==> config.mk <==
export PLATFORM = sky130hd
export DESIGN_NAME = masked_bfu_top
export DESIGN_NICKNAME = d
export VERILOG_FILES = /design/src/logic/ntt_masked_pkg.sv /design/src/logic/masked_share_adder.sv /design/src/logic/masked_mod_reduce.sv /design/src/logic/masked_bfu_add_sub.sv /design/src/logic/mask_rnd_source.sv /design/src/logic/bfu_result_buffer.sv /design/src/logic/masked_bfu_top.sv
export SDC_FILE = /design/constraint.sdc
export NUM_CORES = 2
export LEC_CHECK = 0
export ABC_AREA = 0
export BUFFER_PORTS_ARGS = -buffer_cell sky130_fd_sc_hd__buf_2
export CORE_MARGIN = 2
export CORE_UTILIZATION = 55
export CTS_CLUSTER_DIAMETER = 100
export DETAILED_ROUTE_END_ITERATION = 6
export HOLD_SLACK_MARGIN = 0.1
export PLACE_DENSITY = 0.69
export SLEW_MARGIN = 20
export SYNTH_ARGS = -nofsm -noshare
export SYNTH_HDL_FRONTEND = slang
export SYNTH_SLANG_ARGS = --single-unit
==> constraint.sdc <==
create_clock -name clk -period 9.6 [get_ports clk]
set_input_delay 0.48 -clock clk [delete_from_list [all_inputs] [get_ports clk]]
set_output_delay 0.48 -clock clk [all_outputs]
set_load 0.005 [all_outputs]
==> src/logic/ntt_masked_pkg.sv <==
// Shared modulus, widths, opcode enum and payload structs, imported by every masked BFU module
package ntt_masked_pkg;

    // ========================================
    // Modulus and widths
    // ========================================

    // ML-DSA prime q = 2^23 - 2^13 + 1
    localparam logic [22:0] MLDSA_Q = 23'd8380417;

    // Width of one arithmetic share, shares are summed modulo 2^SHARE_WIDTH
    localparam int SHARE_WIDTH = 46;

    // Width of the wide random word delivered every cycle
    localparam int RND_WIDTH = 46;

    // The narrow random words come as a small array
    localparam int RND_WORDS = 4;
    localparam int RND_WORD_WIDTH = 14;

    // ========================================
    // Opcodes and payload types
    // ========================================

    // Butterfly operation, add gives u+v and sub gives u-v, both mod q
    typedef enum logic {
        BFU_ADD = 1'b0,
        BFU_SUB = 1'b1
    } bfu_op_e;

    // One coefficient split into two arithmetic shares
    typedef struct packed {
        logic [SHARE_WIDTH-1:0] share0;
        logic [SHARE_WIDTH-1:0] share1;
    } masked_word_t;

    // Request accepted from upstream, one per valid cycle
    typedef struct packed {
        bfu_op_e      op;
        masked_word_t u;
        masked_word_t v;
    } bfu_req_t;

    // Result handed to downstream
    typedef struct packed {
        masked_word_t result;
    } bfu_rsp_t;

    // Fresh randomness for one cycle of the datapath
    typedef struct packed {
        logic [RND_WORDS-1:0][RND_WORD_WIDTH-1:0] rnd14;
        logic [RND_WIDTH-1:0]                     rnd_wide;
    } mask_rnd_t;

endpackage

==> src/logic/masked_share_adder.sv <==
// Registered share-wise adder for two masked operands, refreshing the shares with one random word
`timescale 1ns/1ps

module masked_share_adder #(
    parameter int WIDTH = ntt_masked_pkg::SHARE_WIDTH
) (
    input  logic                         clk,
    input  logic                         rst,
    input  ntt_masked_pkg::masked_word_t x,
    input  ntt_masked_pkg::masked_word_t y,
    input  logic [WIDTH-1:0]             r,
    output ntt_masked_pkg::masked_word_t s
);

    // Share-wise sums before the refresh
    logic [WIDTH-1:0] sum0;
    logic [WIDTH-1:0] sum1;

    // ========================================
    // Share-wise addition
    // ========================================

    // Each share pair is added on its own, so the two shares never meet here
    // All arithmetic wraps modulo 2^WIDTH, which keeps the represented sum intact
    always_comb begin
        sum0 = x.share0 + y.share0;
        sum1 = x.share1 + y.share1;
    end

    // The random word goes into share0 and comes out of share1.
    // The represented value x+y is unchanged, only the split moves
    always_ff @(posedge clk) begin
        if (rst) begin
            s.share0 <= '0;
            s.share1 <= '0;
        end else begin
            s.share0 <= sum0 + r;
            s.share1 <= sum1 - r;
        end
    end

endmodule

==> src/logic/masked_mod_reduce.sv <==
// Six-stage pipeline that takes a masked value below 2q and returns fresh shares of it mod q
`timescale 1ns/1ps

module masked_mod_reduce #(
    parameter int WIDTH = ntt_masked_pkg::SHARE_WIDTH
) (
    input  logic                         clk,
    input  logic                         rst,
    input  ntt_masked_pkg::masked_word_t x,
    input  ntt_masked_pkg::mask_rnd_t    rnd,
    output ntt_masked_pkg::masked_word_t y
);

    import ntt_masked_pkg::*;

    // Modulus at datapath width for the compare and subtract
    localparam logic [WIDTH-1:0] Q_W = WIDTH'(MLDSA_Q);

    // Total width of the narrow random words taken as one vector
    localparam int RND_FLAT_W = RND_WORDS * RND_WORD_WIDTH;

    // Randomness views for the different stages
    logic [RND_FLAT_W-1:0] rnd_flat;
    logic [WIDTH-1:0]      mask_lo;
    logic [WIDTH-1:0]      mask_hi;
    logic [WIDTH-1:0]      mask_wide;

    // Pipeline registers, one per stage
    masked_word_t     st1;
    masked_word_t     st2;
    logic [WIDTH-1:0] val3;
    logic [WIDTH-1:0] val4;
    masked_word_t     st5;
    masked_word_t     st6;

    // ========================================
    // Random word selection
    // ========================================

    // The low and high slices overlap in the middle but differ as words
    assign rnd_flat  = rnd.rnd14;
    assign mask_lo   = rnd_flat[WIDTH-1:0];
    assign mask_hi   = rnd_flat[RND_FLAT_W-1 -: WIDTH];
    assign mask_wide = WIDTH'(rnd.rnd_wide);

    // ========================================
    // Pipeline
    // ========================================

    always_ff @(posedge clk) begin
        if (rst) begin
            st1  <= '0;
            st2  <= '0;
            val3 <= '0;
            val4 <= '0;
            st5  <= '0;
            st6  <= '0;
        end else begin
            // Stage 1 moves the split by the wide random word
            st1.share0 <= x.share0 + mask_wide;
            st1.share1 <= x.share1 - mask_wide;

            // Stage 2 moves it again, now with the narrow words
            st2.share0 <= st1.share0 + mask_lo;
            st2.share1 <= st1.share1 - mask_lo;

            // Stage 3 joins the shares into the plain value mod 2^WIDTH
            val3 <= st2.share0 + st2.share1;

            // Stage 4 brings a value in [0,2q) down into [0,q)
            if (val3 >= Q_W) begin
                val4 <= val3 - Q_W;
            end else begin
                val4 <= val3;
            end

            // Stage 5 splits the reduced value, share0 is pure randomness
            st5.share0 <= mask_wide;
            st5.share1 <= val4 - mask_wide;

            // Stage 6 refreshes once more so no output share equals a stage 5 word
            st6.share0 <= st5.share0 + mask_hi;
            st6.share1 <= st5.share1 - mask_hi;
        end
    end

    // The last stage drives the output directly
    assign y = st6;

endmodule

==> src/logic/masked_bfu_add_sub.sv <==
// Butterfly add/sub on masked coefficients, seven clocks from request to reduced result
`timescale 1ns/1ps

module masked_bfu_add_sub #(
    parameter int WIDTH = ntt_masked_pkg::SHARE_WIDTH
) (
    input  logic                         clk,
    input  logic                         rst,
    input  ntt_masked_pkg::bfu_req_t     req,
    input  ntt_masked_pkg::mask_rnd_t    rnd,
    output ntt_masked_pkg::masked_word_t res
);

    import ntt_masked_pkg::*;

    localparam logic [WIDTH-1:0] Q_W = WIDTH'(MLDSA_Q);

    // Second operand after the optional negation
    masked_word_t v_int;

    // Share sum between the adder and the reduction
    masked_word_t add_res;

    // ========================================
    // Operand negation
    // ========================================

    // For subtraction the shares of v become (q-v0, -v1).
    // Their sum is q-v, so u-v+q lands in [0,2q) like an addition
    always_comb begin
        v_int = req.v;
        if (req.op == BFU_SUB) begin
            v_int.share0 = Q_W - req.v.share0;
            v_int.share1 = ~req.v.share1 + 1'b1;
        end
    end

    // Share-wise sum, one clock
    masked_share_adder #(
        .WIDTH(WIDTH)
    ) u_adder (
        .clk (clk),
        .rst (rst),
        .x   (req.u),
        .y   (v_int),
        .r   (WIDTH'(rnd.rnd_wide)),
        .s   (add_res)
    );

    // Reduction into [0,q) with remasking, six clocks
    masked_mod_reduce #(
        .WIDTH(WIDTH)
    ) u_reduce (
        .clk (clk),
        .rst (rst),
        .x   (add_res),
        .rnd (rnd),
        .y   (res)
    );

endmodule

==> src/logic/mask_rnd_source.sv <==
// Bank of four LFSRs that supplies new masking randomness to the butterfly every clock
`timescale 1ns/1ps

module mask_rnd_source (
    input  logic                      clk,
    input  logic                      rst,
    output ntt_masked_pkg::mask_rnd_t rnd
);

    import ntt_masked_pkg::*;

    localparam int NUM_LFSR = 4;

    // Distinct nonzero seeds so the four sequences start apart
    localparam logic [NUM_LFSR-1:0][31:0] SEEDS = {
        32'h9e37_79b9, 32'h7f4a_7c15, 32'h1b87_3593, 32'hc2b2_ae35
    };

    logic [NUM_LFSR-1:0][31:0] lfsr;
    logic [63:0]               wide_src;

    // ========================================
    // LFSR bank
    // ========================================

    // Fibonacci form, taps 32, 22, 2 and 1 for a maximal length sequence
    for (genvar i = 0; i < NUM_LFSR; i++) begin : g_lfsr
        always_ff @(posedge clk) begin
            if (rst) begin
                lfsr[i] <= SEEDS[i];
            end else begin
                lfsr[i] <= {lfsr[i][30:0], lfsr[i][31] ^ lfsr[i][21] ^ lfsr[i][1] ^ lfsr[i][0]};
            end
        end

        // Each narrow word mixes the low bits of one LFSR with the top of the next
        assign rnd.rnd14[i] = lfsr[i][RND_WORD_WIDTH-1:0]
                            ^ lfsr[(i + 1) % NUM_LFSR][31 -: RND_WORD_WIDTH];
    end

    // Wide word from pairwise XOR of the registers, cut to the wide width
    assign wide_src     = {lfsr[3] ^ lfsr[1], lfsr[2] ^ lfsr[0]};
    assign rnd.rnd_wide = wide_src[RND_WIDTH-1:0];

endmodule

==> src/logic/bfu_result_buffer.sv <==
// Result FIFO that gives input credits back upstream and only sends while holding output credits
`timescale 1ns/1ps

module bfu_result_buffer #(
    parameter int FIFO_DEPTH = 8
) (
    input  logic                     clk,
    input  logic                     rst,
    input  logic                     wr_en,
    input  ntt_masked_pkg::bfu_rsp_t wr_rsp,
    input  logic                     out_credit,
    output logic                     out_valid,
    output ntt_masked_pkg::bfu_rsp_t out_rsp,
    output logic                     in_credit
);

    import ntt_masked_pkg::*;

    localparam int PTR_W  = (FIFO_DEPTH > 1) ? $clog2(FIFO_DEPTH) : 1;
    localparam int CNT_W  = $clog2(FIFO_DEPTH + 1);
    localparam int CRED_W = 16;

    // Result storage and its pointers
    bfu_rsp_t         mem [FIFO_DEPTH];
    logic [PTR_W-1:0] wr_ptr;
    logic [PTR_W-1:0] rd_ptr;

    // Items held and credits granted by downstream
    logic [CNT_W-1:0]  count;
    logic [CRED_W-1:0] out_credits;
    logic              pop;

    // Circular advance, also correct for a depth that is not a power of two
    function automatic logic [PTR_W-1:0] ptr_inc(input logic [PTR_W-1:0] p);
        if (p == PTR_W'(FIFO_DEPTH - 1)) begin
            return '0;
        end
        return p + 1'b1;
    endfunction

    // ========================================
    // Output and credit return
    // ========================================

    // A result leaves when one is held and downstream has room for it
    assign pop       = (count != '0) && (out_credits != '0);
    assign out_valid = pop;
    assign out_rsp   = mem[rd_ptr];

    // The freed slot goes straight back to upstream as a credit
    assign in_credit = pop;

    // Tail write of a finished butterfly result
    always_ff @(posedge clk) begin
        if (wr_en) begin
            mem[wr_ptr] <= wr_rsp;
        end
    end

    always_ff @(posedge clk) begin
        if (rst) begin
            wr_ptr      <= '0;
            rd_ptr      <= '0;
            count       <= '0;
            out_credits <= '0;
        end else begin
            if (wr_en) begin
                wr_ptr <= ptr_inc(wr_ptr);
            end
            if (pop) begin
                rd_ptr <= ptr_inc(rd_ptr);
            end

            // Upstream credits keep writes from ever meeting a full FIFO
            case ({wr_en, pop})
                2'b10:   count <= count + 1'b1;
                2'b01:   count <= count - 1'b1;
                default: count <= count;
            endcase

            // A grant and a send in the same cycle cancel out
            case ({out_credit, pop})
                2'b10: begin
                    if (out_credits != '1) begin
                        out_credits <= out_credits + 1'b1;
                    end
                end
                2'b01:   out_credits <= out_credits - 1'b1;
                default: out_credits <= out_credits;
            endcase
        end
    end

endmodule

==> src/logic/masked_bfu_top.sv <==
// Top level of the masked butterfly: randomness, add/sub pipeline, valid tracking and result FIFO
`timescale 1ns/1ps

module masked_bfu_top #(
    parameter int FIFO_DEPTH = 8,
    parameter int WIDTH      = ntt_masked_pkg::SHARE_WIDTH
) (
    input  logic                     clk,
    input  logic                     rst,
    input  logic                     in_valid,
    input  ntt_masked_pkg::bfu_req_t in_req,
    output logic                     in_credit,
    input  logic                     out_credit,
    output logic                     out_valid,
    output ntt_masked_pkg::bfu_rsp_t out_rsp
);

    import ntt_masked_pkg::*;

    // Clocks from request to reduced result
    localparam int LATENCY = 7;

    mask_rnd_t          rnd;
    masked_word_t       bfu_res;
    bfu_rsp_t           wr_rsp;
    logic [LATENCY-1:0] vld_sr;

    // ========================================
    // Valid tracking
    // ========================================

    // The butterfly has no handshake, so this shift register follows each request
    // down the pipe and its top bit lines up with the reduced result
    always_ff @(posedge clk) begin
        if (rst) begin
            vld_sr <= '0;
        end else begin
            vld_sr <= {vld_sr[LATENCY-2:0], in_valid};
        end
    end

    assign wr_rsp.result = bfu_res;

    mask_rnd_source u_rnd (
        .clk (clk),
        .rst (rst),
        .rnd (rnd)
    );

    masked_bfu_add_sub #(
        .WIDTH(WIDTH)
    ) u_bfu (
        .clk (clk),
        .rst (rst),
        .req (in_req),
        .rnd (rnd),
        .res (bfu_res)
    );

    // Results are written in the cycle the top valid bit is set
    bfu_result_buffer #(
        .FIFO_DEPTH(FIFO_DEPTH)
    ) u_buf (
        .clk        (clk),
        .rst        (rst),
        .wr_en      (vld_sr[LATENCY-1]),
        .wr_rsp     (wr_rsp),
        .out_credit (out_credit),
        .out_valid  (out_valid),
        .out_rsp    (out_rsp),
        .in_credit  (in_credit)
    );

endmodule

==> results.md <==
- DIE AREA: 140000 sq um
- R2R depth: 20
- FP Rows: ~140
- Clock sink count: ~1500
- Hold path cells: 5
- Drt wl/cell: about 21 um
- Pwr Density: 276 nW/um^2
- Most common library cell in the layout ignoring fill and taps: edfxtp_1
- Syn avg cell area: around 11 sq um
- Post-route DRC: 0
- Die Y: 375 um
- Clock Latency Late Sink: 0.78 ns
- Most frequent cells in the layout: 736 x edfxtp_1, 713 x dfxtp_1, 694 x nor2_1
- Final period utilization: 58.3%
- Post-DRT Antenna Nets: 0
- Worst setup SP type: flip-flop
- CTS buffer count: 143
- Fin util: 61.6%
- Ys Warns: 0
- Fill count: about 11000
- Post-Syn Instances: 6833
- WL final: 192 mm
- Slew Viols, Final: 0
- Critical Path End Type: flip-flop
- CTS Buffer Depth: 3
- FMAX: 179 MHz
- Final setup fails: 0
- Primary FF master, synth: edfxtp_1
- Register bit total from synthesis: 1452
- Clock skew: ~0.022 ns
- Final Hold Fails: 0
- IO buf count: 282
- Placer congestion estimate: ~0.94
- Max_slew headroom: between 10% and 20%
- Hold slack: 0.203 ns
- GRT Total Usage: between 20% and 30%
- Drt initial violations: 4468
- Maxcap violations: 0
- Core area: 137000 sq um
- Leakage: 34.8 nW
- Min-delay worst type: in2reg
- Die width: roughly 370 um
- Crit Path Max Fanout: 5
- Final min period: 5.59 ns
- Number of synthesized flops with an enable pin: ~740
- First-pass GRT wire length: 294 mm
- Ratio of cells with drive above 1 in the final layout: 14.0%
- Root Driver: clkbuf_16
- Via density: 5.78
- Initial Util: a little under three fifths
- Vias in the first global route: 52000
- H-Tree Depth: 4
- Largest net degree at the start of global routing: ~220
- Mapped Area: between 70000 and 80000 sq um
- Area occupied by multi-input gates: 36900 sq um
- Sequential cell area: 36400 sq um
- CTS tree: yes
- Initial antenna violation count: 6
- Clock transition at path regs: 0.06 ns
- Asr flop ratio synth: 0%
- Required @ worst endpoint: between 10 and 15 ns
- RSZ-0062 raised after global routing: false
- WS Path Type: reg2reg
- Num ports: 283
- Post-synthesis sequential area ratio: about 48%
- Final #Nets: slightly below 8000
- Yosys cell types: between 70 and 80
- GR Overflow Total: 0
- Data arrival, critical path: 6.22 ns
- Via Count: 52400
- DRT Pass-1 Iters: 6
- Post-Syn Nets: 7598
- Setup TNS: 0 ns
- IR drop worst, VDD: 0.000174 V
- Dpl hpwl: 140 mm
- Worst-Margin Slew: around 1.2 ns
- Layout area overhead: 11.6%
- Status: completed
-- kinds of logic (layout without fill, tap and decap cells) --
logic type	Yosys count	after routing	share of synthesized area, %
xor+xnor	648	648	7.51
other cells	0	2	0
flops	1452	1452	48.2
fa+ha+maj	576	576	10.5
compound gates	1450	1450	12.3
buf+inv	650	1094	3.23
mux	292	292	7.07
simple gates	1765	1765	11.2
-- state kept, by name (all words and copies together), names as in the netlist, named ones only --
name / cells
u_bfu.u_reduce.st5: 92
u_bfu.u_reduce.val3: 46
vld_sr: 7
u_bfu.u_adder.s: 92
u_buf.mem: 736
u_buf.out_credits: 16
u_bfu.u_reduce.st1: 92
u_buf.count: 4
u_buf.wr_ptr: 3
u_rnd.lfsr: 128
u_bfu.u_reduce.val4: 46
u_bfu.u_reduce.y: 92
u_buf.rd_ptr: 3
u_bfu.u_reduce.st2: 92
-- routing by layer --
metal,global-route usage (%),vias to the layer above,part of all wire (%)
li1,-,25200,-
met1,36.8,25300,45
met2,44.6,1567,47
met3,3.67,314,5.1
met4,9.14,4,3.2
met5,0,-,0.017
-- final cells by class --
cell class	count	area share [%]
sequential	1452	43.2
clock inverter	73	1.01
inverter	441	1.96
antenna	2	0.00593
clock buffer	190	4.78
multi-input combinational	4731	43.7
timing repair buffer	390	2.72
tap	1794	2.66
-- synthesized netlist by cell type (22+ instances only) --
| cell type | count | area share [%] |
|---|---|---|
| nor2b_1 | 147 | 1.2 |
| nand2b_1 | 58 | 0.48 |
| a21oi_1 | 442 | 2.9 |
| o21a_1 | 52 | 0.52 |
| a21o_1 | 275 | 2.7 |
| and3_1 | 64 | 0.53 |
| inv_1 | 441 | 2.2 |
| or2_2 | 81 | 0.67 |
| mux2_2 | 98 | 1.5 |
| ha_1 | 475 | 7.9 |
| o21bai_1 | 78 | 0.77 |
| mux4_2 | 184 | 5.5 |
| nand3_1 | 91 | 0.60 |
| nand4_1 | 75 | 0.62 |
| fa_1 | 101 | 2.7 |
| o31ai_1 | 44 | 0.44 |
| or3_1 | 43 | 0.36 |
| o21ai_0 | 282 | 1.9 |
| nor2_1 | 700 | 3.5 |
| dfxtp_1 | 716 | 19 |
| clkbuf_1 | 185 | 0.92 |
| a211oi_1 | 34 | 0.34 |
| nor3_1 | 103 | 0.68 |
| o211ai_1 | 27 | 0.27 |
| edfxtp_1 | 736 | 29 |
| xor2_1 | 308 | 3.6 |
| xnor2_1 | 340 | 3.9 |
| nand2_1 | 282 | 1.4 |
| and2_1 | 38 | 0.31 |
| buf_1 | 22 | 0.11 |
| nor4_1 | 28 | 0.23 |
| a31oi_1 | 37 | 0.31 |
-- stage by stage --
| step | instance area [sq um] | cells | power (mW) | setup slack [ns] |
|---|---|---|---|---|
| 5_1_grt | 84400 | 9073 | 24.8 | 3.60 |
| 6_report | 84400 | 9073 | 23.3 | 4.01 |
| 3_3_place_gp | 79400 | 8804 | 17.4 | 3.35 |
| 4_1_cts | 84400 | 9071 | 23.3 | 4.04 |
| 3_5_place_dp | 79400 | 8804 | 17.5 | 3.34 |
| 2_1_floorplan | 75600 | 6833 | 15.1 | 2.20 |
-- timing repair --
item | 4_1_cts | 5_1_grt
resized for setup | 0 | 0
setup buffers | 0 | 0
hold buffers | 4 | 0
endpoints found under the hold margin | 45 | 0
-- final timing paths --
check	startpoint	to	slack, ns
max	u_rnd.lfsr[64]$_SDFF_PP1_	u_bfu.u_adder.s[40]$_SDFF_PP0_	4.01
max reg2reg	u_rnd.lfsr[64]$_SDFF_PP1_	u_bfu.u_adder.s[40]$_SDFF_PP0_	4.01
min	in_req[137]	u_bfu.u_adder.s[45]$_SDFF_PP0_	0.20
min reg2reg	u_rnd.lfsr[111]$_SDFF_PP0_	u_rnd.lfsr[112]$_SDFF_PP1_	0.41
-- where the power goes --
group          total, mW  switching [mW]  internal [mW]
Clock               5.74            2.36           3.38
Sequential          8.39           0.657           7.73
Combinational       9.17            5.39           3.77
-- critical path: stages (launching register included) --
cell       delay [ns]
dfxtp_1          0.54
xnor2_1          0.12
buf_4            0.19
inv_1            0.31
ha_1             0.31
inv_1            0.06
ha_1             0.19
inv_1            0.08
fa_1             0.44
nor2b_1          0.16
o21ai_0          0.14
a21oi_1          0.24
o21ai_0          0.12
buf_4            0.17
a2111oi_0        0.83
nor2_1           0.26
o2111ai_1        0.48
a41oi_1          0.31
o21ai_0          0.27
xnor2_1          0.15
nor2_1           0.05
Note: power is estimated with default switching activity, not from simulation.
